`config.mk`:
```
export PLATFORM = sky130hd
export DESIGN_NAME = vga_cfg_regs
export DESIGN_NICKNAME = d
export VERILOG_FILES = /design/src/logic/vga_bus_pkg.sv /design/src/logic/vga_video_pkg.sv /design/src/logic/vga_cfg_regs.sv
export SDC_FILE = /design/constraint.sdc
export NUM_CORES = 1
export LEC_CHECK = 0
export BUFFER_PORTS_ARGS = -buffer_cell sky130_fd_sc_hd__clkbuf_2
export CAP_MARGIN = 10
export CORE_MARGIN = 8
export CORE_UTILIZATION = 50
export CTS_CLUSTER_SIZE = 8
export DETAILED_ROUTE_END_ITERATION = 10
export PLACE_DENSITY = 0.8
export SKIP_CTS_REPAIR_TIMING = 1
export SLEW_MARGIN = 20
export SYNTH_ARGS = -nofsm -noshare
export SYNTH_HDL_FRONTEND = slang
export SYNTH_SLANG_ARGS = --single-unit
```
`constraint.sdc`:
```
create_clock -name clk_i -period 2.63 [get_ports clk_i]
set_input_delay 0.1315 -clock clk_i [delete_from_list [all_inputs] [get_ports clk_i]]
set_output_delay 0.1315 -clock clk_i [all_outputs]
set_load 0.1 [all_outputs]
```
`src/logic/vga_bus_pkg.sv`:
```
`default_nettype none

package vga_bus_pkg;

  typedef logic [31:0] bus_adr_t;
  typedef logic [31:0] bus_dat_t;
  typedef logic [3:0]  bus_sel_t;
  typedef logic [9:0]  reg_adr_t; // word address on the slave port.

  typedef struct packed {
    logic     cyc;
    logic     stb;
    logic     we;
    bus_sel_t sel;
    reg_adr_t adr;
    bus_dat_t dat;
  } slv_req_t;

  typedef struct packed {
    logic     ack;
    bus_dat_t dat;
  } slv_rsp_t;

  // the master only reads whole words, so we and sel are fixed.
  typedef struct packed {
    logic     cyc;
    logic     stb;
    bus_adr_t adr;
  } mst_req_t;

  typedef struct packed {
    logic     ack;
    bus_dat_t dat;
  } mst_rsp_t;

  // slave address bits 9:8 select the region. Region 1 is unmapped.
  localparam logic [1:0] REG_REGION_PALETTE = 2'd0;
  localparam logic [1:0] REG_REGION_FONT    = 2'd2;
  localparam logic [1:0] REG_REGION_CTRL    = 2'd3;

  localparam logic [7:0] REG_BASE_OFS  = 8'd0;
  localparam logic [7:0] REG_SETUP_OFS = 8'd1;

  localparam bus_adr_t BASE_RESET = 32'hc000_0000;

endpackage

`default_nettype wire

```
`src/logic/vga_video_pkg.sv`:
```
`default_nettype none

package vga_video_pkg;

  typedef logic [9:0]  coord_t;
  typedef logic [7:0]  pix_idx_t;
  typedef logic [23:0] rgb_t; // red in bits 23:16, blue in bits 7:0.

  typedef enum logic [1:0] {
    MODE_NORMAL = 2'd0,
    MODE_DOUBLE = 2'd1
  } video_mode_t;

  typedef struct packed {
    logic     en;
    pix_idx_t idx;
    rgb_t     rgb;
  } pal_wr_t;

  // 640x480 at 60 Hz, both syncs active low.
  localparam int H_ACTIVE = 640;
  localparam int H_FRONT  = 16;
  localparam int H_SYNC   = 96;
  localparam int H_BACK   = 48;
  localparam int V_ACTIVE = 480;
  localparam int V_FRONT  = 10;
  localparam int V_SYNC   = 2;
  localparam int V_BACK   = 33;

  localparam int H_BLANK = H_FRONT + H_SYNC + H_BACK;
  localparam int H_TOTAL = H_BLANK + H_ACTIVE;
  localparam int V_BLANK = V_FRONT + V_SYNC + V_BACK;
  localparam int V_TOTAL = V_BLANK + V_ACTIVE;

  localparam int PIXEL_LATENCY = 2; // cycles from a coordinate to its colour.
  localparam int LINE_WORDS    = H_ACTIVE / 4;

  localparam int FIFO_DEPTH = 8;
  localparam int FIFO_AW    = $clog2(FIFO_DEPTH);

endpackage

`default_nettype wire

```
`src/logic/vga_cfg_regs.sv`:
```
`default_nettype none

module vga_cfg_regs (
  input  wire                        clk_i,
  input  wire                        rst_i,
  input  wire vga_bus_pkg::slv_req_t slv_req_i,
  output vga_bus_pkg::slv_rsp_t      slv_rsp_o,
  output vga_bus_pkg::bus_adr_t      base_o,
  output vga_video_pkg::video_mode_t mode_o,
  output vga_video_pkg::pal_wr_t     pal_wr_o
);
  import vga_bus_pkg::*;
  import vga_video_pkg::*;

  typedef enum logic [1:0] {
    IDLE,
    WRITE,
    DONE
  } state_t;

  state_t   state_q;
  bus_adr_t base_q;
  bus_dat_t setup_q;
  bus_dat_t rdata_q;
  logic     strobe;
  logic     ctrl_hit;
  logic     base_hit;
  logic     setup_hit;

  function automatic bus_dat_t merge_bytes(bus_dat_t cur, bus_dat_t wdat, bus_sel_t sel);
    bus_dat_t res;
    res = cur;
    for (int i = 0; i < 4; i++) begin
      if (sel[i])
        res[8*i +: 8] = wdat[8*i +: 8];
    end
    return res;
  endfunction

  assign strobe    = slv_req_i.cyc && slv_req_i.stb && (state_q == IDLE);
  assign ctrl_hit  = (slv_req_i.adr[9:8] == REG_REGION_CTRL);
  assign base_hit  = ctrl_hit && (slv_req_i.adr[7:0] == REG_BASE_OFS);
  assign setup_hit = ctrl_hit && (slv_req_i.adr[7:0] == REG_SETUP_OFS);

  always_ff @(posedge clk_i or posedge rst_i) begin
    if (rst_i) begin
      state_q <= IDLE;
      base_q  <= BASE_RESET;
      setup_q <= '0;
    end else begin
      case (state_q)
        IDLE: begin
          if (strobe) begin
            // the memory regions take one extra cycle for the palette write.
            case (slv_req_i.adr[9:8])
              REG_REGION_PALETTE, REG_REGION_FONT: state_q <= WRITE;
              default: state_q <= DONE;
            endcase
          end
        end
        WRITE: state_q <= DONE;
        default: state_q <= IDLE;
      endcase

      if (strobe && slv_req_i.we && base_hit)
        base_q <= merge_bytes(base_q, slv_req_i.dat, slv_req_i.sel);
      if (strobe && slv_req_i.we && setup_hit)
        setup_q <= merge_bytes(setup_q, slv_req_i.dat, slv_req_i.sel);
    end
  end

  always_ff @(posedge clk_i) begin
    if (strobe)
      rdata_q <= base_hit ? base_q : (setup_hit ? setup_q : '0);
  end

  assign slv_rsp_o = '{ack: (state_q == DONE), dat: rdata_q};

  assign base_o = base_q;
  assign mode_o = (setup_q[1:0] == 2'd1) ? MODE_DOUBLE : MODE_NORMAL; // 2 and 3 fall back to normal.

  // the host still holds address and data while the machine sits in WRITE.
  assign pal_wr_o = '{
    en:  (state_q == WRITE) && slv_req_i.we && (slv_req_i.adr[9:8] == REG_REGION_PALETTE),
    idx: slv_req_i.adr[7:0],
    rgb: slv_req_i.dat[23:0]
  };

  a_ack_single: assert property (@(posedge clk_i) disable iff (rst_i)
    slv_rsp_o.ack |=> !slv_rsp_o.ack)
    else $error("slave ack held for more than one cycle");

endmodule

`default_nettype wire

```
**Word-level counts from Yosys, hierarchy flattened**

Cells that the tools add are included.

- Flip-flop bits (word level): 98
- Input bits: 51
- Output and inout port bits: 100
- Logic and storage cells: 44

- Equal/unequal tests: 7
- Multiplexer cells: 6
- Reduce and logical (&&, ||, !) cells: 21

Operators with widths:

| cell | count |
|---|---|
| two-way mux 32 bit | 2 |
| AND reduction 2 bit | 8 |
| logical AND 1 bit | 9 |
| equality test 8 x 1 -> 1 bit, second input constant | 1 |
| logical NOT 8 bit | 1 |
| equality test 2 bit, second input constant | 3 |
| equality test 2 x 1 -> 1 bit, second input constant | 2 |
| logical NOT 2 bit | 2 |
| two-way mux 2 bit | 2 |
| one-hot mux 2 bit (2 select lines) | 1 |
| inequality test 2 bit, second input constant | 1 |
| OR reduction 2 bit | 1 |
| two-way mux 1 bit | 1 |

**Logic depth before layout (Yosys ltp)**

Gate-level depths: netlist (run 1).

- Depth in word-level cells: 5
- Depth in mapped cells: 5
- Gate-level depth less buffers: 3

**Worst setup path before layout (run 1)**

Ideal clock, no wire load.

- Path kind: reg2reg
- Start point: register state_q[0]
- End point: register base_q[10] (netlist: base_o[10])
- Setup time: 126 ps
- Arrival time: 1989 ps
- Required time: 2504 ps
- Setup slack: 516 ps
- Cell stages (with the launch flop): 6
- Buffers on the path: 2
- Period minus slack after synthesis: 2114 ps
- Cell sequence: dfrtp_1 or4bb_1 buf_2 or4_4 buf_6 mux2_4

- Longest elaborated chain between the ends: 5

Ends and longest elaborated chain:

| item | RTL line | source |
|---|---|---|
| start, declared | vga_cfg_regs.sv:21 | `state_t state_q;` |
| start signal, assigned | vga_cfg_regs.sv:47 | `state_q <= IDLE;` |
| start signal, assigned | vga_cfg_regs.sv:56 | `REG_REGION_PALETTE, REG_REGION_FONT: state_q <= WRITE;` |
| start signal, assigned | vga_cfg_regs.sv:57 | `default: state_q <= DONE;` |
| logical NOT 2 bit | vga_cfg_regs.sv:40 | `assign strobe = slv_req_i.cyc && slv_req_i.stb && (state_q == IDLE);` |
| logical AND 1 bit | vga_cfg_regs.sv:40 |  |
| logical AND 1 bit (2 in a row) | vga_cfg_regs.sv:65 | `if (strobe && slv_req_i.we && base_hit)` |
| AND reduction 2 bit (no source line) | n/a |  |
| end signal, assigned | vga_cfg_regs.sv:66 | `base_q <= merge_bytes(base_q, slv_req_i.dat, slv_req_i.sel);` |
| end, declared | vga_cfg_regs.sv:22 | `bus_adr_t base_q;` |

Every way passes these cells.
A chain may end at the register's enable or synchronous reset.

**Worst setup path after layout (run 1)**

- Start point: register state_q[0]
- End point: register setup_q[26]

- Longest elaborated chain between the ends: 5

Ends and longest elaborated chain:

| item | RTL line | source |
|---|---|---|
| logical NOT 2 bit | vga_cfg_regs.sv:40 |  |
| logical AND 1 bit | vga_cfg_regs.sv:40 |  |
| logical AND 1 bit (2 in a row) | vga_cfg_regs.sv:67 | `if (strobe && slv_req_i.we && setup_hit)` |
| AND reduction 2 bit (no source line) | n/a |  |
| end signal, assigned | vga_cfg_regs.sv:68 | `setup_q <= merge_bytes(setup_q, slv_req_i.dat, slv_req_i.sel);` |
| end, declared | vga_cfg_regs.sv:23 | `bus_dat_t setup_q;` |

Every way passes these cells.

==> run_results.csv, run 1 <==
group,metric,value,unit
status,status,"finished, final reports clean",
grt,grt_overflow_total,0,
finish,layout-drive-gt1-share,61.8,%
timing,rsz0062_at_grt,"no",
timing,fin_crit_sh,90.2,%
die,core,8640,um^2
die,die_width,110,um
clock_network,clk-insertion-delay-late,0.35,ns
clock_network,clk_pin_slew,0.09,ns
synth,syn_area,4400,um^2
synth,synthTopCellsByArea,"dfrtp_1 36%, edfxtp_1 22%, mux2_4 11%, mux2_2 8.2%, a22o_1 6.4%",
synth,async_flop_share,67.3,%
synth,syn_inst,272,
synth,yosysWarnings,0,
die,rows,34,
timing,maxSlewHeadroom,50.1,%
worst_setup_path,required,2.87,ns
timing,min_period,2.37,ns
synth,synth_edf_count,32,
synth,ys_ff_latch,98,
power,power_density,597,nW/um^2
grt,grt_use_met1,19.5,%
min_path,hold_path.class,"in2reg",
power,ir_drop,314,uV
synth,yosysSeqAreaShare,59.5,%
grt,grt-busiest-layer,"met2",
run,drv_cap,0,
grt,grt_use_total,16.2,%
timing,finClkSkew,0.0129,ns
grt,grt_pass1_wl,15.2,mm
routing,firstDrtPassIters,4,
worst_setup_path,crit_path_end_kind,"register",
clock_network,htreeDepth,3,
timing,worst_slack,0.259,ns
synth,synthTopCellsByCount,"64 x dfrtp_1, 33 x buf_4",
finish,nNetsFinal,446,
worst_setup_path,critPathKind,"reg2reg",
finish,syn_to_final_growth,19.2,%
routing,wl,9.46,mm
timing,worst_pin_slew,0.748,ns
timing,setup-violations-final,0,
routing,drc_errors,0,
worst_setup_path,path_max_fanout,10,
clock_network,root_buffer,"clkbuf_8",
worst_setup_path,cp-start-kind,"register",
routing,postRouteAntennaNets,0,
synth,synth_nets,323,
clock_network,cts.sinks,98,
timing,hold_viol_final,0,
routing,drt-initial-drc-count,110,
clock_network,numCtsBuffers,9,
place,dp_slack,0.283,ns
timing,maxSlewViolCount,0,
routing,num_vias,2678,
place,gp_congestion,0.781,
clock_network,clock_path_buffers,2,
grt,use_met2,26.9,%
place,place_hpwl,7.03,mm
grt,grtUsageMet3,4.22,%
timing,fmax,0.422,GHz
synth,synth-main-ff-cell,"dfrtp_1",
grt,grt_pass1_vias,3014,
synth,yosysTopAreaCell,"dfrtp_1",
power,leakagePower,2.72,nW
die,initial_utilization,50.9,%
routing,avgViaCountPerCell,5.27,
die,die_area,12100,um^2
clock_network,cts_tree,"done",
synth,synth_area_per_cell,16.2,um^2
grt,grt_max_degree,37,
timing,setup_tns,0,ns
synth,synth_most_common_cell,"dfrtp_1",
worst_setup_path,critical_path_arrival,2.61,ns
die,io_pins,151,
synth,synth_cell_types,23,
synth,yosysTopAreaCellShare,36.4,%
place,portBuffers,149,
grt,antenna_found_initial,0,
routing,wl_per_cell,18.6,um
finish,diodes,0,
die,die_h,110,um
## cell families after synthesis
| family | Yosys count | share of synthesized area (%) |
|---|---|---|
| multiplexers | 64 | 19.1 |
| flip-flops | 98 | 59.5 |
| AND/OR/NAND/NOR | 27 | 6.94 |
| buffers and inverters | 49 | 7.88 |
| other | 1 | 0.0853 |
| AO/OA/AOI/OAI | 33 | 6.52 |
## sequential cells by signal, summed over array words and instances, names as in the netlist
name and flops:
base_o 32, rdata_q 32, setup_q 32, state_q 2
## critical path: stages, from the launching register on
cell and delay, ns:
dfrtp_1 0.41, or4bb_1 0.79, nor4_4 0.65, mux2_2 0.41
## cell usage in the layout, fill, tap and decap left out, drive strengths merged
master and count:
nor2b 2, or4 5, mux2 64, buf 8, a31oi 1, nor4b 1, dfrtp 64, edfxtp 32
bufinv 2, or4bb 5, conb 1, a22o 32, nor4 5, dfstp 2, dlygate4sd3 2, inv 2
and4b 1, nand4bb 1, clkbuf 161, clkinv 2, nand4b 4, nor2 3
## area by class of cell
type	instances	area, um^2
flip-flops and latches	98	2620
repair buffers	159	826
inverters	2	7.51
multi-input cells	125	1450
well taps	108	135
fillers	717	3390
clock inverters	4	68.8
clock buffers	12	135
## per-stage QoR
step | cells | instance area (um^2) | utilization, % | hold slack, ns | power [mW]
2_1_floorplan | 272 | 4400 | - | 0.198 | 2.07
3_3_place_gp | 490 | 5020 | 58.1 | 0.278 | 2.15
3_5_place_dp | 490 | 5020 | 58.1 | 0.287 | 2.15
4_1_cts | 506 | 5220 | 60.5 | -0.106 | 3.14
5_1_grt | 508 | 5240 | 60.7 | 0.0183 | 3.23
6_report | 508 | 5240 | 60.7 | 0.0238 | 3.13
## power by group
part / switching (mW) / leakage (nW) / internal [mW] / total (mW)
sequential: 0.00773 / 1.22 / 1.59 / 1.60
combinational: 0.440 / 1.40 / 0.0723 / 0.513
clock: 0.478 / 0.102 / 0.533 / 1.01
total: 0.927 / 2.72 / 2.20 / 3.13
## layer usage
| layer | wire [um] | share of wire, % |
|---|---|---|
| met3 | 736 | 7.8 |
| met1 | 3840 | 41 |
| met2 | 4700 | 50 |
| met5 | 0 | 0 |
| met4 | 184 | 1.9 |
## path summary, 6_finish.rpt
kind	from	depth (start not counted)	slack, ns	end
min	slv_req_i[27]	2	0.02	base_o[27]$_DFFE_PP0P_
min in group asynchronous	rst_i	3	0.43	base_o[11]$_DFFE_PP0P_
max reg2reg	state_q[0]$_DFFE_PP0P_	3	0.26	setup_q[26]$_DFFE_PP0P_
max	state_q[0]$_DFFE_PP0P_	3	0.26	setup_q[26]$_DFFE_PP0P_
max in group asynchronous	rst_i	4	1.34	setup_q[3]$_DFFE_PP0P_
min reg2reg	state_q[1]$_DFFE_PP0P_	1	0.49	state_q[1]$_DFFE_PP0P_
No activity file was read; power rests on OpenSTA's default activity.
==> run 2: changes to the inputs <==
--- a/config.mk
+++ b/config.mk
@@ -8,10 +8,10 @@
 export BUFFER_PORTS_ARGS = -buffer_cell sky130_fd_sc_hd__clkbuf_2
 export CAP_MARGIN = 10
 export CORE_MARGIN = 8
-export CORE_UTILIZATION = 50
+export CORE_UTILIZATION = 40
 export CTS_CLUSTER_SIZE = 8
 export DETAILED_ROUTE_END_ITERATION = 10
-export PLACE_DENSITY = 0.8
+export PLACE_DENSITY = 0.66
 export SKIP_CTS_REPAIR_TIMING = 1
 export SLEW_MARGIN = 20
 export SYNTH_ARGS = -nofsm -noshare
==> run 2 against run 1 <==
Effect of this change: via count down 0.75%; register-to-register slack barely moved; sequential power about the same; critical path type unchanged; non-clock buffer count is 1 higher; cell area increased by 1.3%; clock power hardly changed; maximum frequency fell by 0.62%; routed wire length grew 1.5%; first-iteration DRC count grew 35%; count of clock-buffer cells in the layout decreased by 2; utilization shrank 11 points; flip-flop and latch count unchanged.
==> run_results.csv, run 2 (same netlist as run 1, synthesis figures left out) <==
group,metric,value,unit
routing,met2_wirelength,4.80,mm
place,place_area,5070,um^2
place,dp_slack,0.252,ns
clock_network,numCtsBuffers,9,
routing,highest_layer,"met4",
worst_setup_path,cp_top_family,"simple AND/OR/NAND/NOR gates",
routing,wl_per_cell,17.7,um
routing,drt-initial-drc-count,148,
routing,firstDrtPassIters,4,
die,core,10800,um^2
worst_setup_path,required,2.87,ns
timing,setup-violations-final,0,
worst_setup_path,critPathKind,"reg2reg",
power,ir_drop,264,uV
die,rows,38,
timing,min_period,2.39,ns
status,status,"finished, final reports clean",
timing,worst_slack,0.244,ns
die,initial_utilization,40.7,%
worst_setup_path,cp-start-kind,"register",
routing,postRouteAntennaNets,0,
power,total_power,3.15,mW
worst_setup_path,path_cells,"or4bb_1 > nor4_4 > mux2_2",
finish,final_cell_mix,"149 x clkbuf_2, 64 x dfrtp_1",
die,die_h,121,um
routing,wl_met1,3.97,mm
clock_network,htreeDepth,3,
grt,grt_max_degree,67,
finish,layout_commonest_cell,"clkbuf_2",
worst_setup_path,path_buf_inv,0,
timing,holdWs,0.0196,ns
place,gp_congestion,0.699,
timing,fin_crit_sh,90.7,%
power,leakagePower,2.73,nW
die,io_pins,151,
routing,wl,9.60,mm
timing,hold_viol_final,0,
place,portBuffers,149,
worst_setup_path,critPathSlowestCell,"or4bb_1",
timing,rsz0062_at_grt,"no",
finish,final_util,49.2,%
routing,wl_met3,727,um
place,place_inst,522,
routing,avgViaCountPerCell,4.90,
min_path,hold_path.class,"in2reg",
routing,num_vias,2658,
grt,grt_pass1_vias,2950,
finish,nNetsFinal,447,
place,place_hpwl,7.04,mm
timing,fmax,0.419,GHz
grt,grt_pass1_wl,15.7,mm
worst_setup_path,critical_path_arrival,2.62,ns
clock_network,clk-insertion-delay-late,0.36,ns
worst_setup_path,path_max_fanout,10,
power,power_density,594,nW/um^2
grt,grt_overflow_total,0,
grt,antenna_found_initial,0,
worst_setup_path,crit_path_end_kind,"register",
clock_network,clk_pin_slew,0.09,ns
timing,worst_pin_slew,0.630,ns
grt,grt_use_total,13.6,%
clock_network,cts.sinks,98,
timing,finClkSkew,0.00898,ns
timing,maxSlewHeadroom,57.7,%
routing,drc_errors,0,
run,drv_cap,0,
timing,maxSlewViolCount,0,
finish,layout-drive-gt1-share,62.1,%
clock_network,clock_path_buffers,2,
finish,fin_cells,542,
clock_network,root_buffer,"clkbuf_8",
finish,syn_to_final_growth,20.8,%
finish,design_area,5310,um^2
clock_network,cts_tree,"done",
timing,setup_tns,0,ns
die,die_width,121,um
worst_setup_path,critPathMaxStageDelay,0.81,ns
die,die_area,14600,um^2
worst_setup_path,r2r_slack,0.24,ns
-- run 2: final cells by class --
type | instances | area [um^2]
antenna | 1 | 2.50
clock buffer | 10 | 128
clock inverter | 6 | 81.3
fill | 978 | 5480
inverter | 2 | 7.51
multi-input combinational | 125 | 1450
sequential | 98 | 2620
tap | 140 | 175
timing repair buffer | 160 | 848
-- run 2: worst reg2reg max path: cells and delay by family, from the launching register on --
kind,cells,cell delay [ns]
multiplexers,1,0.41
flip-flops,1,0.41
AND/OR/NAND/NOR,2,1.45
-- run 2: power by group --
group / leakage (nW) / switching [mW] / total, mW / internal (mW)
Sequential: 1.22 / 0.00791 / 1.60 / 1.59
Combinational: 1.40 / 0.442 / 0.518 / 0.0758
Clock: 0.104 / 0.502 / 1.03 / 0.530
Total: 2.73 / 0.952 / 3.15 / 2.20
-- run 2: routing by layer --
metal / up-vias / global-route usage, %
li1: 1240 / -
met4: 0 / 4.68
met3: 5 / 4.75
met5: - / 0
met1: 1326 / 16.2
met2: 87 / 22.3
-- run 2: final timing paths --
path	cells after the start	endpoint	start
min in group asynchronous	4	base_o[19]$_DFFE_PP0P_	rst_i
max	3	setup_q[27]$_DFFE_PP0P_	state_q[0]$_DFFE_PP0P_
min	2	base_o[30]$_DFFE_PP1P_	slv_req_i[30]
max in group asynchronous	4	base_o[30]$_DFFE_PP1P_	rst_i
max reg2reg	3	setup_q[27]$_DFFE_PP0P_	state_q[0]$_DFFE_PP0P_
min reg2reg	1	state_q[1]$_DFFE_PP0P_	state_q[1]$_DFFE_PP0P_
