$ cat src/logic/vga_video_pkg.sv
`default_nettype none

package vga_video_pkg;

  typedef logic [9:0]  coord_t;
  typedef logic [7:0]  pix_idx_t;
  typedef logic [23:0] rgb_t; // red in bits 23:16, blue in bits 7:0.

  typedef enum logic [1:0] {
    MODE_NORMAL = 2'd0,
    MODE_DOUBLE = 2'd1
  } video_mode_t;

  typedef struct packed {
    logic     en;
    pix_idx_t idx;
    rgb_t     rgb;
  } pal_wr_t;

  // 640x480 at 60 Hz, both syncs active low.
  localparam int H_ACTIVE = 640;
  localparam int H_FRONT  = 16;
  localparam int H_SYNC   = 96;
  localparam int H_BACK   = 48;
  localparam int V_ACTIVE = 480;
  localparam int V_FRONT  = 10;
  localparam int V_SYNC   = 2;
  localparam int V_BACK   = 33;

  localparam int H_BLANK = H_FRONT + H_SYNC + H_BACK;
  localparam int H_TOTAL = H_BLANK + H_ACTIVE;
  localparam int V_BLANK = V_FRONT + V_SYNC + V_BACK;
  localparam int V_TOTAL = V_BLANK + V_ACTIVE;

  localparam int PIXEL_LATENCY = 2; // cycles from a coordinate to its colour.
  localparam int LINE_WORDS    = H_ACTIVE / 4;

  localparam int FIFO_DEPTH = 8;
  localparam int FIFO_AW    = $clog2(FIFO_DEPTH);

endpackage

`default_nettype wire

$ cat src/logic/vga_timing.sv
`default_nettype none

module vga_timing (
  input  wire                   clk_i,
  input  wire                   rst_i,
  output vga_video_pkg::coord_t x_o,
  output vga_video_pkg::coord_t y_o,
  output logic                  active_o,
  output logic                  frame_start_o,
  output logic                  hs_o,
  output logic                  vs_o,
  output logic                  blank_n_o
);
  import vga_video_pkg::*;

  // both counters run front porch, sync, back porch and then the active area,
  // so the frame counter origin lies in vertical blanking ahead of the picture.
  coord_t h_q;
  coord_t v_q;
  logic   hs_raw;
  logic   vs_raw;

  logic [PIXEL_LATENCY-1:0] hs_pipe;
  logic [PIXEL_LATENCY-1:0] vs_pipe;
  logic [PIXEL_LATENCY-1:0] blank_pipe;

  always_ff @(posedge clk_i or posedge rst_i) begin
    if (rst_i) begin
      h_q <= '0;
      v_q <= '0;
    end else if (h_q == coord_t'(H_TOTAL - 1)) begin
      h_q <= '0;
      if (v_q == coord_t'(V_TOTAL - 1))
        v_q <= '0;
      else
        v_q <= v_q + 10'd1;
    end else begin
      h_q <= h_q + 10'd1;
    end
  end

  assign hs_raw = !((h_q >= H_FRONT) && (h_q < H_FRONT + H_SYNC));
  assign vs_raw = !((v_q >= V_FRONT) && (v_q < V_FRONT + V_SYNC));

  assign active_o      = (h_q >= H_BLANK) && (v_q >= V_BLANK);
  assign x_o           = h_q - coord_t'(H_BLANK); // screen position, valid while active.
  assign y_o           = v_q - coord_t'(V_BLANK);
  assign frame_start_o = (h_q == '0) && (v_q == '0);

  // delays the external video signals to line up with the colour pipeline.
  always_ff @(posedge clk_i or posedge rst_i) begin
    if (rst_i) begin
      hs_pipe    <= '1;
      vs_pipe    <= '1;
      blank_pipe <= '0;
    end else begin
      hs_pipe    <= {hs_pipe[PIXEL_LATENCY-2:0], hs_raw};
      vs_pipe    <= {vs_pipe[PIXEL_LATENCY-2:0], vs_raw};
      blank_pipe <= {blank_pipe[PIXEL_LATENCY-2:0], active_o};
    end
  end

  assign hs_o      = hs_pipe[PIXEL_LATENCY-1];
  assign vs_o      = vs_pipe[PIXEL_LATENCY-1];
  assign blank_n_o = blank_pipe[PIXEL_LATENCY-1];

  a_vs_line_start: assert property (@(posedge clk_i) disable iff (rst_i)
    $changed(vs_o) |-> (h_q == coord_t'(PIXEL_LATENCY)))
    else $error("vs changed away from line start, h=%0d", h_q);

endmodule

`default_nettype wire

$ cat config.mk
export PLATFORM = sky130hd
export DESIGN_NAME = vga_timing
export DESIGN_NICKNAME = d
export VERILOG_FILES = /design/src/logic/vga_video_pkg.sv /design/src/logic/vga_timing.sv
export SDC_FILE = /design/constraint.sdc
export NUM_CORES = 1
export LEC_CHECK = 0
export ABC_AREA = 0
export BUFFER_PORTS_ARGS = -buffer_cell sky130_fd_sc_hd__buf_2
export CAP_MARGIN = 0
export CORE_MARGIN = 4
export CORE_UTILIZATION = 30
export DETAILED_ROUTE_END_ITERATION = 6
export PLACE_DENSITY = 0.56
export RECOVER_POWER = 25
export SLEW_MARGIN = 30
export SYNTH_ARGS = -nofsm -noshare
export SYNTH_HDL_FRONTEND = slang
export SYNTH_SLANG_ARGS = --single-unit
export TNS_END_PERCENT = 50
$ cat constraint.sdc
create_clock -name clk_i -period 2 [get_ports clk_i]
set_input_delay 0.5 -clock clk_i [delete_from_list [all_inputs] [get_ports clk_i]]
set_output_delay 0.5 -clock clk_i [all_outputs]
set_load 0.01 [all_outputs]
Yosys cells after proc, flatten, opt, wreduce, memory -nomap -nowiden. Index checks and enable logic that the tools add are counted. W data, S select, Z words.

Bits of input ports: 2. Word-level logic and storage cells: 27. Register bits after elaboration: 26.

$lt $le $gt $ge: 6. Reductions and logical operators: 8. Eq/ne operators: 2. Mux-type cells: 2. $add $sub $neg: 4.

Operator list (number): $add A10 B1 Y10 const B (2); $eq A10 B10 Y1 const B (2); $logic_not A10 Y1 (2); $mux W10 (2); $ge A10 B4 Y1 const B (1); $ge A10 B5 Y1 const B (1); $ge A10 B6 Y1 const B (1); $ge A10 B8 Y1 const B (1); $lt A10 B4 Y1 const B (1); $lt A10 B7 Y1 const B (1); $sub A10 B6 Y10 const B (1); $sub A10 B8 Y10 const B (1); $logic_and A1 B1 Y1 (4); $logic_not A1 Y1 (2).

Logic depth before layout (Yosys ltp). Gate-level depths: netlist of run 1.

Depth in word-level cells: 3. Gate-level depth with buffers: 7.

Least setup slack after synthesis of run 1. Ideal clock, no wire load.

Path kind: register to output. Start point: register v_q[0]. End point: output y_o[8]. Path slack: -113 ps. Arrival time: 1613 ps. Cell stages (with the launch flop): 7. Cells stage by stage: dfrtp_1 inv_1 ha_1 and3b_1 o21ai_0 nand2_1 xnor2_1.

Word-level cells in the longest chain between the ends: 1.

Ends and longest elaborated chain: start: declaration (line vga_timing.sv:19) `coord_t v_q;`; start signal: assignment (line vga_timing.sv:36) `v_q <= v_q + 10'd1;`; $sub A10 B6 Y10 (line vga_timing.sv:47) `assign y_o = v_q - coord_t'(V_BLANK);`; end: declaration (line vga_timing.sv:7) `output vga_video_pkg::coord_t y_o,`.

Every way passes these cells.

Worst setup path after layout of run 1.
Start point: register v_q[1]. End point: output y_o[6].

Same word-level chain as after synthesis.

==> out/qor.csv, run 1 <==
stage,metric,value,unit
synth,synth-edff-count,0,
synth,synth_area,1580,um2
finish,seqCellArea,659,um2
clock_network,insertion_delay,0.27,ns
drt,first_pass_iters,4,
timing,worstMarginPinSlew,1.42,ns
drt,ant_nets,0,
synth,synth_fp_nets,178,
floorplan,die_w,80.6,um
power_and_ir_drop,irDropWorstVdd,0.282,mV
global_routing,grt_max_degree,27,
setup_path,crit_start,v_q[1],
finish,num_antenna_cells,0,
drt,totalWireLength,3600,um
finish,final_nets,221,
synth,synth_top_area_share,34.8,%
drt,vias,1281,
timing,fmax,0.451,GHz
timing,report.final.slew_viol_count,0,
timing,rsz0062_at_grt,true,
clock_network,numCtsBuffers,3,
clock_network,cts.clk_slew.worst_paths,0.09,ns
min_path,hp-class,flop to flop,
synth,synth_cell_types,39,
global_routing,grt_remaining_overflow,0,
floorplan,initial_core_util,31.0,%
synth,avgSynthCellArea,9.48,um2
setup_path,worstSetupEndpointType,output port,
synth,syn_inst,167,
clock_network,tritoncts,built,
synth,yosysMostFrequentCell,dfrtp_1,
setup_path,r2r_slack,0.14,ns
setup_path,crit_arrival,1.72,ns
drt,drt_iter0_markers,58,
timing,finalHoldViolCount,0,
synth,synth_commonest_cells,"dfrtp_1, inv_1, nor2_1",
synth,ys_ff_latch,26,
global_routing,antenna_found_initial,0,
power_and_ir_drop,p_per_area,423,nW/um2
placed_design,detailedPlacementHpwl,2610,um
finish,drive_gt1_share,41.6,%
finish,multiInputGateArea,880,um2
placed_design,placedCellCount,268,
placed_design,gp_congestion,0.789,
setup_path,worstSetupPathType,flop to output port,
synth,synthFlopType,dfrtp_1,
clock_network,cts_root_buf,clkbuf_8,
drt,wl_per_cell,12.9,um
finish,fin_cells,279,
global_routing,grt_usage,12.0,%
synth,synthArstFlopShare,100,%
synth,synth_area_leaders,"dfrtp_1, ha_1, dfstp_2, xnor2_1, xor2_1",
timing,skew,0.00171,ns
global_routing,grt_pass1_vias,1195,
setup_path,cp_max_fo,3,
timing,setup_tns,-0.999,ns
status,status,"complete, but fails checks",
status,violations,negative setup slack,
clock_network,cts.sinks,26,
global_routing,grt_first_pass_wirelength,5980,um
timing,post-route-period-util,111,%
placed_design,numPortBuffers,26,
drt,routed_via_density,4.59,
synth,ys_warn_count,0,
setup_path,r2r-end,v_q[9],
setup_path,cp_data_required_time,1.50,ns
timing,fin_ws,-0.219,ns
setup_path,critPathLaunchType,flop,
setup_path,reg2reg_from,h_q[1],
timing,finalSetupViolCount,6,
floorplan,core-area,5110,um2
drt,drc,0,
floorplan,dieHeight,80.6,um
timing,period_needed,2.22,ns
clock_network,htreeDepth,1,
power_and_ir_drop,cellLeakagePower,0.943,nW
setup_path,crit_path_end,y_o[6],
clock_network,clk_path_buf_depth,2,
floorplan,dieArea,6500,um2
synth,synth-seq-area-share,41.4,%
floorplan,boundaryPins,27,
run,cap_viol_max_count,0,
timing,maxSlewHeadroom,5.37,%
finish,synthToLayoutAreaGrowth,31.3,%
setup_path,r2r.worst_path.cells,5,
clock_network,cts_hold_buf,0,
finish,fillers,523,
floorplan,rows,26,
synth,yosys.area.top_type,dfrtp_1,
how the worst min path moves through the flow:
stage	from	to	depth (start not counted)
after floorplan	blank_pipe[0]	blank_pipe[1]	0
after global placement	blank_pipe[0]	blank_pipe[1]	0
after detailed placement	blank_pipe[0]	blank_pipe[1]	0
after CTS	rst_i	v_q[3]	3
after global routing	vs_pipe[0]	vs_pipe[1]	0
final	vs_pipe[0]	vs_pipe[1]	0
layout make-up:
class / count / share of cell area [%]
Tap cell: 70 / 4.21
Sequential cell: 26 / 31.7
Clock buffer: 4 / 2.65
Inverter: 13 / 2.35
Multi-Input combinational cell: 112 / 42.3
Timing Repair Buffer: 54 / 16.7
layout by cell type (no fill, tap or decap), types with 2 or more instances in the layout:
cell / n
nor4_2: 2
inv_2: 4
and3_1: 3
or3_1: 3
buf_2: 26
nor2_1: 13
o21ai_1: 2
dfrtp_2: 3
buf_4: 24
xnor2_2: 2
a21oi_1: 2
inv_1: 9
and4_1: 2
dfrtp_1: 19
xor2_1: 11
ha_1: 7
ha_4: 2
nor3_1: 4
nand4_1: 6
nand2_1: 7
clkbuf_8: 4
dfstp_2: 4
a21oi_2: 2
nand3_1: 11
buf_6: 3
o21ai_0: 5
xnor2_1: 9
logic make-up after synthesis:
| group | count (synthesis) | synth area share, % |
|---|---|---|
| flops | 26 | 41.4 |
| fa+ha+maj | 9 | 7.11 |
| xor+xnor | 22 | 12.2 |
| compound gates | 19 | 7.75 |
| simple gates | 62 | 22.8 |
| buf+inv | 29 | 8.77 |
metrics by stage:
| step | cell area (um2) | setup WS [ns] | utilization [%] | power, W | hold slack (ns) |
|---|---|---|---|---|---|
| 2_1_floorplan | 1580 | 0.0308 | - | 0.000543 | 0.331 |
| 3_3_place_gp | 1870 | -0.0319 | 36.6 | 0.000549 | 0.334 |
| 3_5_place_dp | 1870 | 0.0120 | 36.6 | 0.000549 | 0.344 |
| 4_1_cts | 2020 | -0.270 | 39.6 | 0.000902 | 0.277 |
| 5_1_grt | 2080 | -0.315 | 40.7 | 0.000929 | 0.364 |
| 6_report | 2080 | -0.219 | 40.7 | 0.000880 | 0.360 |
timing repair:
item,in CTS,in global routing
setup endpoints to repair,10,11
pin swaps,9,10
setup buffers,4,3
resized for setup,16,12
power breakdown:
part           leakage [nW]  switching (W)  internal (W)
Sequential            0.332              0      0.000526
Clock                0.0288       0.000166      0.000176
Combinational         0.582      0.0000105    0.00000119
state kept, by name (all words and copies together) (netlist names):
name        count
hs_pipe         2
h_q            10
v_q            10
vs_pipe         2
blank_pipe      2
per-layer routing:
| layer | wire (um) | up-vias | global-route usage (%) |
|---|---|---|---|
| li1 | - | 645 | - |
| met1 | 1770 | 603 | 17.5 |
| met2 | 1600 | 28 | 17.5 |
| met3 | 175 | 5 | 2.24 |
| met4 | 61 | 0 | 4.56 |
| met5 | 0 | - | 0 |
worst max-delay path: stages (launching register included):
cell	delay (ns)
dfrtp_1	0.40
inv_2	0.09
ha_4	0.13
and3b_2	0.23
o21ai_4	0.19
buf_4	0.15
xor2_1	0.12
buf_2	0.14
(Power assumes the default switching activity.)
==> run 2: changes to the inputs <==
Settings changed: ABC_AREA 0 to 1, PLACE_DENSITY 0.56 to 0.55.
==> run 2 against run 1 <==
Net effect:
- the flow still finishes with violations (negative setup slack)
- clock power grew 1%
- area after synthesis up 5.5%
- via count is 16% higher
- sequential share of layout area down 0.41 points
==> out/qor.csv, run 2 <==
stage,metric,value,unit
power_and_ir_drop,irDropWorstVdd,0.229,mV
synth,synth_area_leaders,"dfrtp_1, nand2_1, xor2_1, inv_1, ha_1",
floorplan,die_w,82.6,um
timing,skew,0.00380,ns
floorplan,rows,26,
power_and_ir_drop,switchingPower,0.000181,W
timing,worstMarginPinSlew,1.42,ns
clock_network,numCtsBuffers,3,
synth,synthFlopType,dfrtp_1,
timing,hold_slack,0.360,ns
finish,drive_gt1_share,31.1,%
power_and_ir_drop,swShare,20.5,%
global_routing,grt_remaining_overflow,0,
timing,maxSlewHeadroom,5.01,%
global_routing,grt_pass1_vias,1413,
drt,ant_nets,0,
synth,yosysMostFrequentCell,nand2_1,
global_routing,antenna_found_initial,0,
synth,synth_cell_types,25,
timing,period_needed,2.05,ns
timing,finalSetupViolCount,2,
finish,reg_top3,"h_q x10, v_q x10",
synth,ys_warn_count,0,
min_path,hp-start,vs_pipe[0],
finish,num_antenna_cells,0,
global_routing,grt_usage,12.8,%
synth,synth_commonest_cells,"nand2_1, inv_1, nor2_1, dfrtp_1, nand3_1",
drt,wl_per_cell,12.5,um
synth,synth-edff-count,0,
global_routing,grt_max_degree,27,
setup_path,worstSetupPathType,flop to output port,
global_routing,grt_first_pass_wirelength,6820,um
clock_network,insertion_delay,0.27,ns
setup_path,slowest_delay,0.42,ns
placed_design,gp_congestion,0.774,
finish,final_nets,266,
floorplan,core-area,5240,um2
placed_design,detailedPlacementHpwl,2920,um
setup_path,reg2reg_from,v_q[1],
setup_path,slowest_stage,dfrtp_1,
power_and_ir_drop,clkPwrFrac,39.2,%
status,violations,negative setup slack,
timing,post-route-period-util,102,%
synth,synth_top_area_share,33.0,%
timing,finalHoldViolCount,0,
floorplan,dieArea,6830,um2
setup_path,cp_max_fo,2,
synth,ys_ff_latch,26,
finish,synthToLayoutAreaGrowth,26.3,%
clock_network,cts_root_buf,clkbuf_8,
drt,routed_via_density,4.57,
setup_path,critPathLaunchType,flop,
drt,first_pass_iters,4,
clock_network,cts_hold_buf,0,
synth,avgSynthCellArea,7.77,um2
timing,fin_ws,-0.0478,ns
power_and_ir_drop,power_frac_comb,1.3,%
synth,synth_area,1670,um2
power_and_ir_drop,seq_power_share,59.4,%
setup_path,crit_start,v_q[1],
floorplan,initial_core_util,31.9,%
clock_network,cts.sinks,26,
synth,yosys.area.top_type,dfrtp_1,
clock_network,tritoncts,built,
timing,rsz0062_at_grt,true,
min_path,hp-class,flop to flop,
synth,synth_fp_nets,226,
power_and_ir_drop,cellLeakagePower,1.08,nW
timing,setup_tns,-0.0623,ns
drt,drt_iter0_markers,137,
floorplan,dieHeight,82.6,um
drt,vias,1480,
status,status,"complete, but fails checks",
synth,syn_inst,215,
setup_path,cp_cell_sequence,inv_2 -> buf_4 -> ha_1 -> nand3_2 -> a31oi_2 -> buf_2,
setup_path,crit_arrival,1.55,ns
clock_network,clk_path_buf_depth,2,
placed_design,numPortBuffers,26,
drt,totalWireLength,4030,um
finish,most-common-layout-cells,"nand2_1, inv_1, buf_2",
clock_network,cts.clk_slew.worst_paths,0.09,ns
timing,fmax,0.488,GHz
floorplan,boundaryPins,27,
finish,layout_commonest_cell,nand2_1,
power_and_ir_drop,p_per_area,419,nW/um2
finish,fillers,557,
timing,report.final.slew_viol_count,0,
synth,synth-seq-area-share,39.3,%
setup_path,worstSetupEndpointType,output port,
synth,synthArstFlopShare,100,%
run,cap_viol_max_count,0,
drt,drc,0,
power_and_ir_drop,internal_power,0.000703,W
setup_path,cp_data_required_time,1.50,ns
clock_network,htreeDepth,1,
## run 2: cell type report
type	instances	area, um2	area share, %
repair buffers	45	289	13.7
flip-flops and latches	26	661	31.3
clock buffers	4	55.1	2.61
multi-input cells	145	888	42.1
inverters	34	129	6.11
well taps	70	87.6	4.15
## run 2: per-layer routing
layer	track usage, %	up-vias	routed length (um)	share of wire, %
li1	-	744	-	-
met1	18.8	699	1960	49
met2	19.0	33	1820	45
met3	2.49	4	208	5.2
met4	3.43	0	41	1.0
met5	0	-	0	0
## run 2: kinds of logic (layout without fill, tap and decap cells)
kind of cell | count (synthesis) | in the layout | synth area share, %
flip-flops | 26 | 26 | 39.3
adder cells (fa/ha/maj) | 9 | 9 | 6.74
AND/OR/NAND/NOR | 101 | 101 | 27.1
AO/OA/AOI/OAI | 18 | 18 | 5.62
XOR/XNOR | 17 | 17 | 8.91
buffers and inverters | 44 | 83 | 12.4
## run 2: power groups by stage
stage | sequential, W | combinational, W | clock [W]
final | 0.000526 | 0.0000117 | 0.000347
after global routing | 0.000526 | 0.0000147 | 0.000382
after CTS | 0.000526 | 0.0000137 | 0.000362
after detailed placement | 0.000536 | 0.0000137 | 0
after global placement | 0.000536 | 0.0000140 | 0
after floorplan | 0.000536 | 0.00000774 | 0
## run 2: critical path: cells and delay by family, from the launching register on
kind | cells | cell delay, ns
and+or+nand+nor | 1 | 0.09
DFF | 1 | 0.42
buffers and inverters | 3 | 0.37
AOI/OAI and AO/OA | 1 | 0.24
adders and majority gates | 1 | 0.16
## run 2: path summary, 6_finish.rpt
path | to | slack [ns] | cells past startpoint
setup / recovery | active_o | -0.05 | 6
hold / removal | vs_pipe[1] | 0.36 | 0
setup reg to reg | v_q[6] | 0.21 | 10
hold reg to reg | vs_pipe[1] | 0.36 | 0
max in group asynchronous | h_q[5] | 0.38 | 3
min in group asynchronous | v_q[8] | 0.69 | 3
## run 2: per-stage QoR
| stage | instance area, um2 | setup WS [ns] | cells | utilization [%] | total power [W] |
|---|---|---|---|---|---|
| CTS | 2050 | -0.0331 | 320 | 39.2 | 0.000902 |
| finish | 2110 | -0.0478 | 324 | 40.3 | 0.000884 |
| floorplan | 1670 | 0.0829 | 215 | - | 0.000543 |
| global route | 2110 | -0.119 | 324 | 40.3 | 0.000922 |
| global placement | 1900 | 0.136 | 311 | 36.2 | 0.000550 |
| detailed placement | 1900 | 0.0883 | 311 | 36.2 | 0.000549 |
## run 2: timing repair
action / 4_1_cts / 5_1_grt
setup buffers: 5 / 4
pin swaps: 6 / 5
gates resized for setup: 21 / 9
endpoints found under the setup margin: 8 / 10
==> run 3: changes to the inputs <==
Settings changed: REMOVE_ABC_BUFFERS from default to 1.
==> run 3 against run 2 <==
Net effect:
- the flow still finishes with violations (negative setup slack)
- critical path type unchanged
- critical endpoint is now y_o[8]
- non-clock buffer count down 2
- clock power about the same
- cell count shrank 0.62%
- first-iteration DRC count fell by 33%
==> out/qor.csv, run 3 (synthesis results as in run 2) <==
stage,metric,value,unit
clock_network,tritoncts,built,
setup_path,crit_cells,8,
setup_path,slowest_stage,dfrtp_1,
finish,fin_cells,322,
drt,totalWireLength,3810,um
timing,finalSetupViolCount,2,
setup_path,cp_max_fo,3,
timing,fin_ws,-0.0615,ns
global_routing,grt_pass1_vias,1392,
clock_network,insertion_delay,0.27,ns
placed_design,detailedPlacementHpwl,2900,um
placed_design,gp_congestion,0.821,
timing,rsz0062_at_grt,true,
timing,report.final.slew_viol_count,0,
timing,skew,0.00817,ns
floorplan,rows,26,
drt,ant_nets,0,
floorplan,core-area,5240,um2
global_routing,grt_usage,12.7,%
min_path,min_path_cells,0,
clock_network,cts_root_buf,clkbuf_8,
setup_path,worstSetupPathType,flop to output port,
floorplan,die_w,82.6,um
setup_path,worst-path-buf-inv,3,
clock_network,cts.sinks,26,
timing,fmax,0.485,GHz
setup_path,reg2reg_from,h_q[0],
setup_path,r2r-end,h_q[3],
timing,worstMarginPinSlew,1.41,ns
finish,synthToLayoutAreaGrowth,23.1,%
drt,drc,0,
global_routing,grt_first_pass_wirelength,6560,um
setup_path,cp_cell_sequence,inv_2 -> ha_4 -> nor2_4 -> o21ai_2 -> buf_6 -> nand2_2 -> xor2_1 -> buf_2,
run,cap_viol_max_count,0,
floorplan,dieArea,6830,um2
clock_network,cts_hold_buf,0,
timing,post-route-period-util,103,%
timing,period_needed,2.06,ns
finish,final_nets,264,
setup_path,crit_arrival,1.56,ns
timing,finalHoldViolCount,0,
placed_design,numPortBuffers,26,
floorplan,initial_core_util,31.9,%
finish,num_antenna_cells,0,
placed_design,placedCellCount,315,
clock_network,htreeDepth,1,
timing,maxSlewHeadroom,5.97,%
finish,reg_top3,"h_q x10, v_q x10",
setup_path,slowest_delay,0.40,ns
drt,routed_via_density,4.43,
drt,vias,1427,
floorplan,boundaryPins,27,
finish,most-common-layout-cells,"nand2_1, inv_1, buf_2",
setup_path,critical_path.top_delay_family,flip-flops,
setup_path,cp_data_required_time,1.50,ns
setup_path,worstSetupEndpointType,output port,
finish,fillers,573,
finish,layout_commonest_cell,nand2_1,
clock_network,cts.clk_slew.worst_paths,0.09,ns
floorplan,dieHeight,82.6,um
setup_path,r2r_slack,0.45,ns
power_and_ir_drop,cellLeakagePower,1.04,nW
setup_path,critPathLaunchType,flop,
min_path,worstHoldEndpoint,blank_pipe[1],
clock_network,clk_path_buf_depth,2,
setup_path,r2r.worst_path.cells,8,
drt,wl_per_cell,11.8,um
placed_design,post-place-ws,0.108,ns
power_and_ir_drop,p_per_area,429,nW/um2
global_routing,antenna_found_initial,0,
min_path,hp-class,flop to flop,
drt,first_pass_iters,4,
status,status,"complete, but fails checks",
finish,drive_gt1_share,31.0,%
min_path,hp-start,blank_pipe[0],
status,violations,negative setup slack,
global_routing,grt_max_degree,27,
global_routing,grt_remaining_overflow,0,
drt,drt_iter0_markers,92,
power_and_ir_drop,irDropWorstVdd,0.194,mV
clock_network,numCtsBuffers,3,
-- run 3: changes by cell type in the layout (fill, tap and decap cells not counted), sizes merged --
cell,before,now
buf,44,42
-- run 3: worst max path at each step --
stage                 from  endpoint  slack [ns]
finish              v_q[0]    y_o[8]       -0.06
CTS                 v_q[1]    y_o[8]       -0.09
floorplan           v_q[0]    y_o[8]       -0.01
global placement    v_q[0]    y_o[8]        0.14
global route        v_q[0]    y_o[8]       -0.19
detailed placement  v_q[0]  active_o        0.11
-- run 3: layout make-up --
type / count / area, um2 / share of cell area [%]
clock buffers: 4 / 55.1 / 2.68
inverters: 34 / 129 / 6.27
multi-input cells: 145 / 866 / 42.1
flip-flops and latches: 26 / 661 / 32.1
well taps: 70 / 87.6 / 4.26
repair buffers: 43 / 258 / 12.5
-- run 3: power breakdown --
group	leakage, nW	switching, W	internal (W)
Combinational	0.686	0.0000104	0.00000119
Sequential	0.329	0	0.000526
Clock	0.0288	0.000168	0.000176
-- run 3: layer usage --
metal / track usage, % / wire [um] / vias up
li1: - / - / 741
met4: 2.94 / 34 / 0
met3: 3.15 / 154 / 2
met5: 0 / 0 / -
met2: 20.5 / 1790 / 27
met1: 16.9 / 1830 / 657
-- run 3: per-stage QoR --
stage	hold WS [ns]	area, um2	total power, W	util, %	TNS (ns)
2_1_floorplan	0.331	1590	0.000543	-	-0.00998
3_3_place_gp	0.346	1920	0.000549	36.6	0
3_5_place_dp	0.342	1920	0.000549	36.6	0
4_1_cts	0.274	2010	0.000897	38.3	-0.170
5_1_grt	0.364	2060	0.000917	39.2	-0.737
6_report	0.360	2060	0.000882	39.2	-0.0702
-- run 3: worst reg2reg max path: stages, from the launching register on --
cell and delay [ns]:
dfrtp_1 0.43, ha_1 0.23, nand2_2 0.08, clkinv_2 0.07, nand2_4 0.10, inv_1 0.08
nand3_1 0.28, nand2_1 0.09, a21oi_1 0.12
-- run 3: repair_timing --
action / CTS / global route
pin swaps: 3 / 5
endpoints found under the setup margin: 8 / 9
gates cloned: 0 / 0
gates resized for setup: 15 / 14
setup buffers: 2 / 1
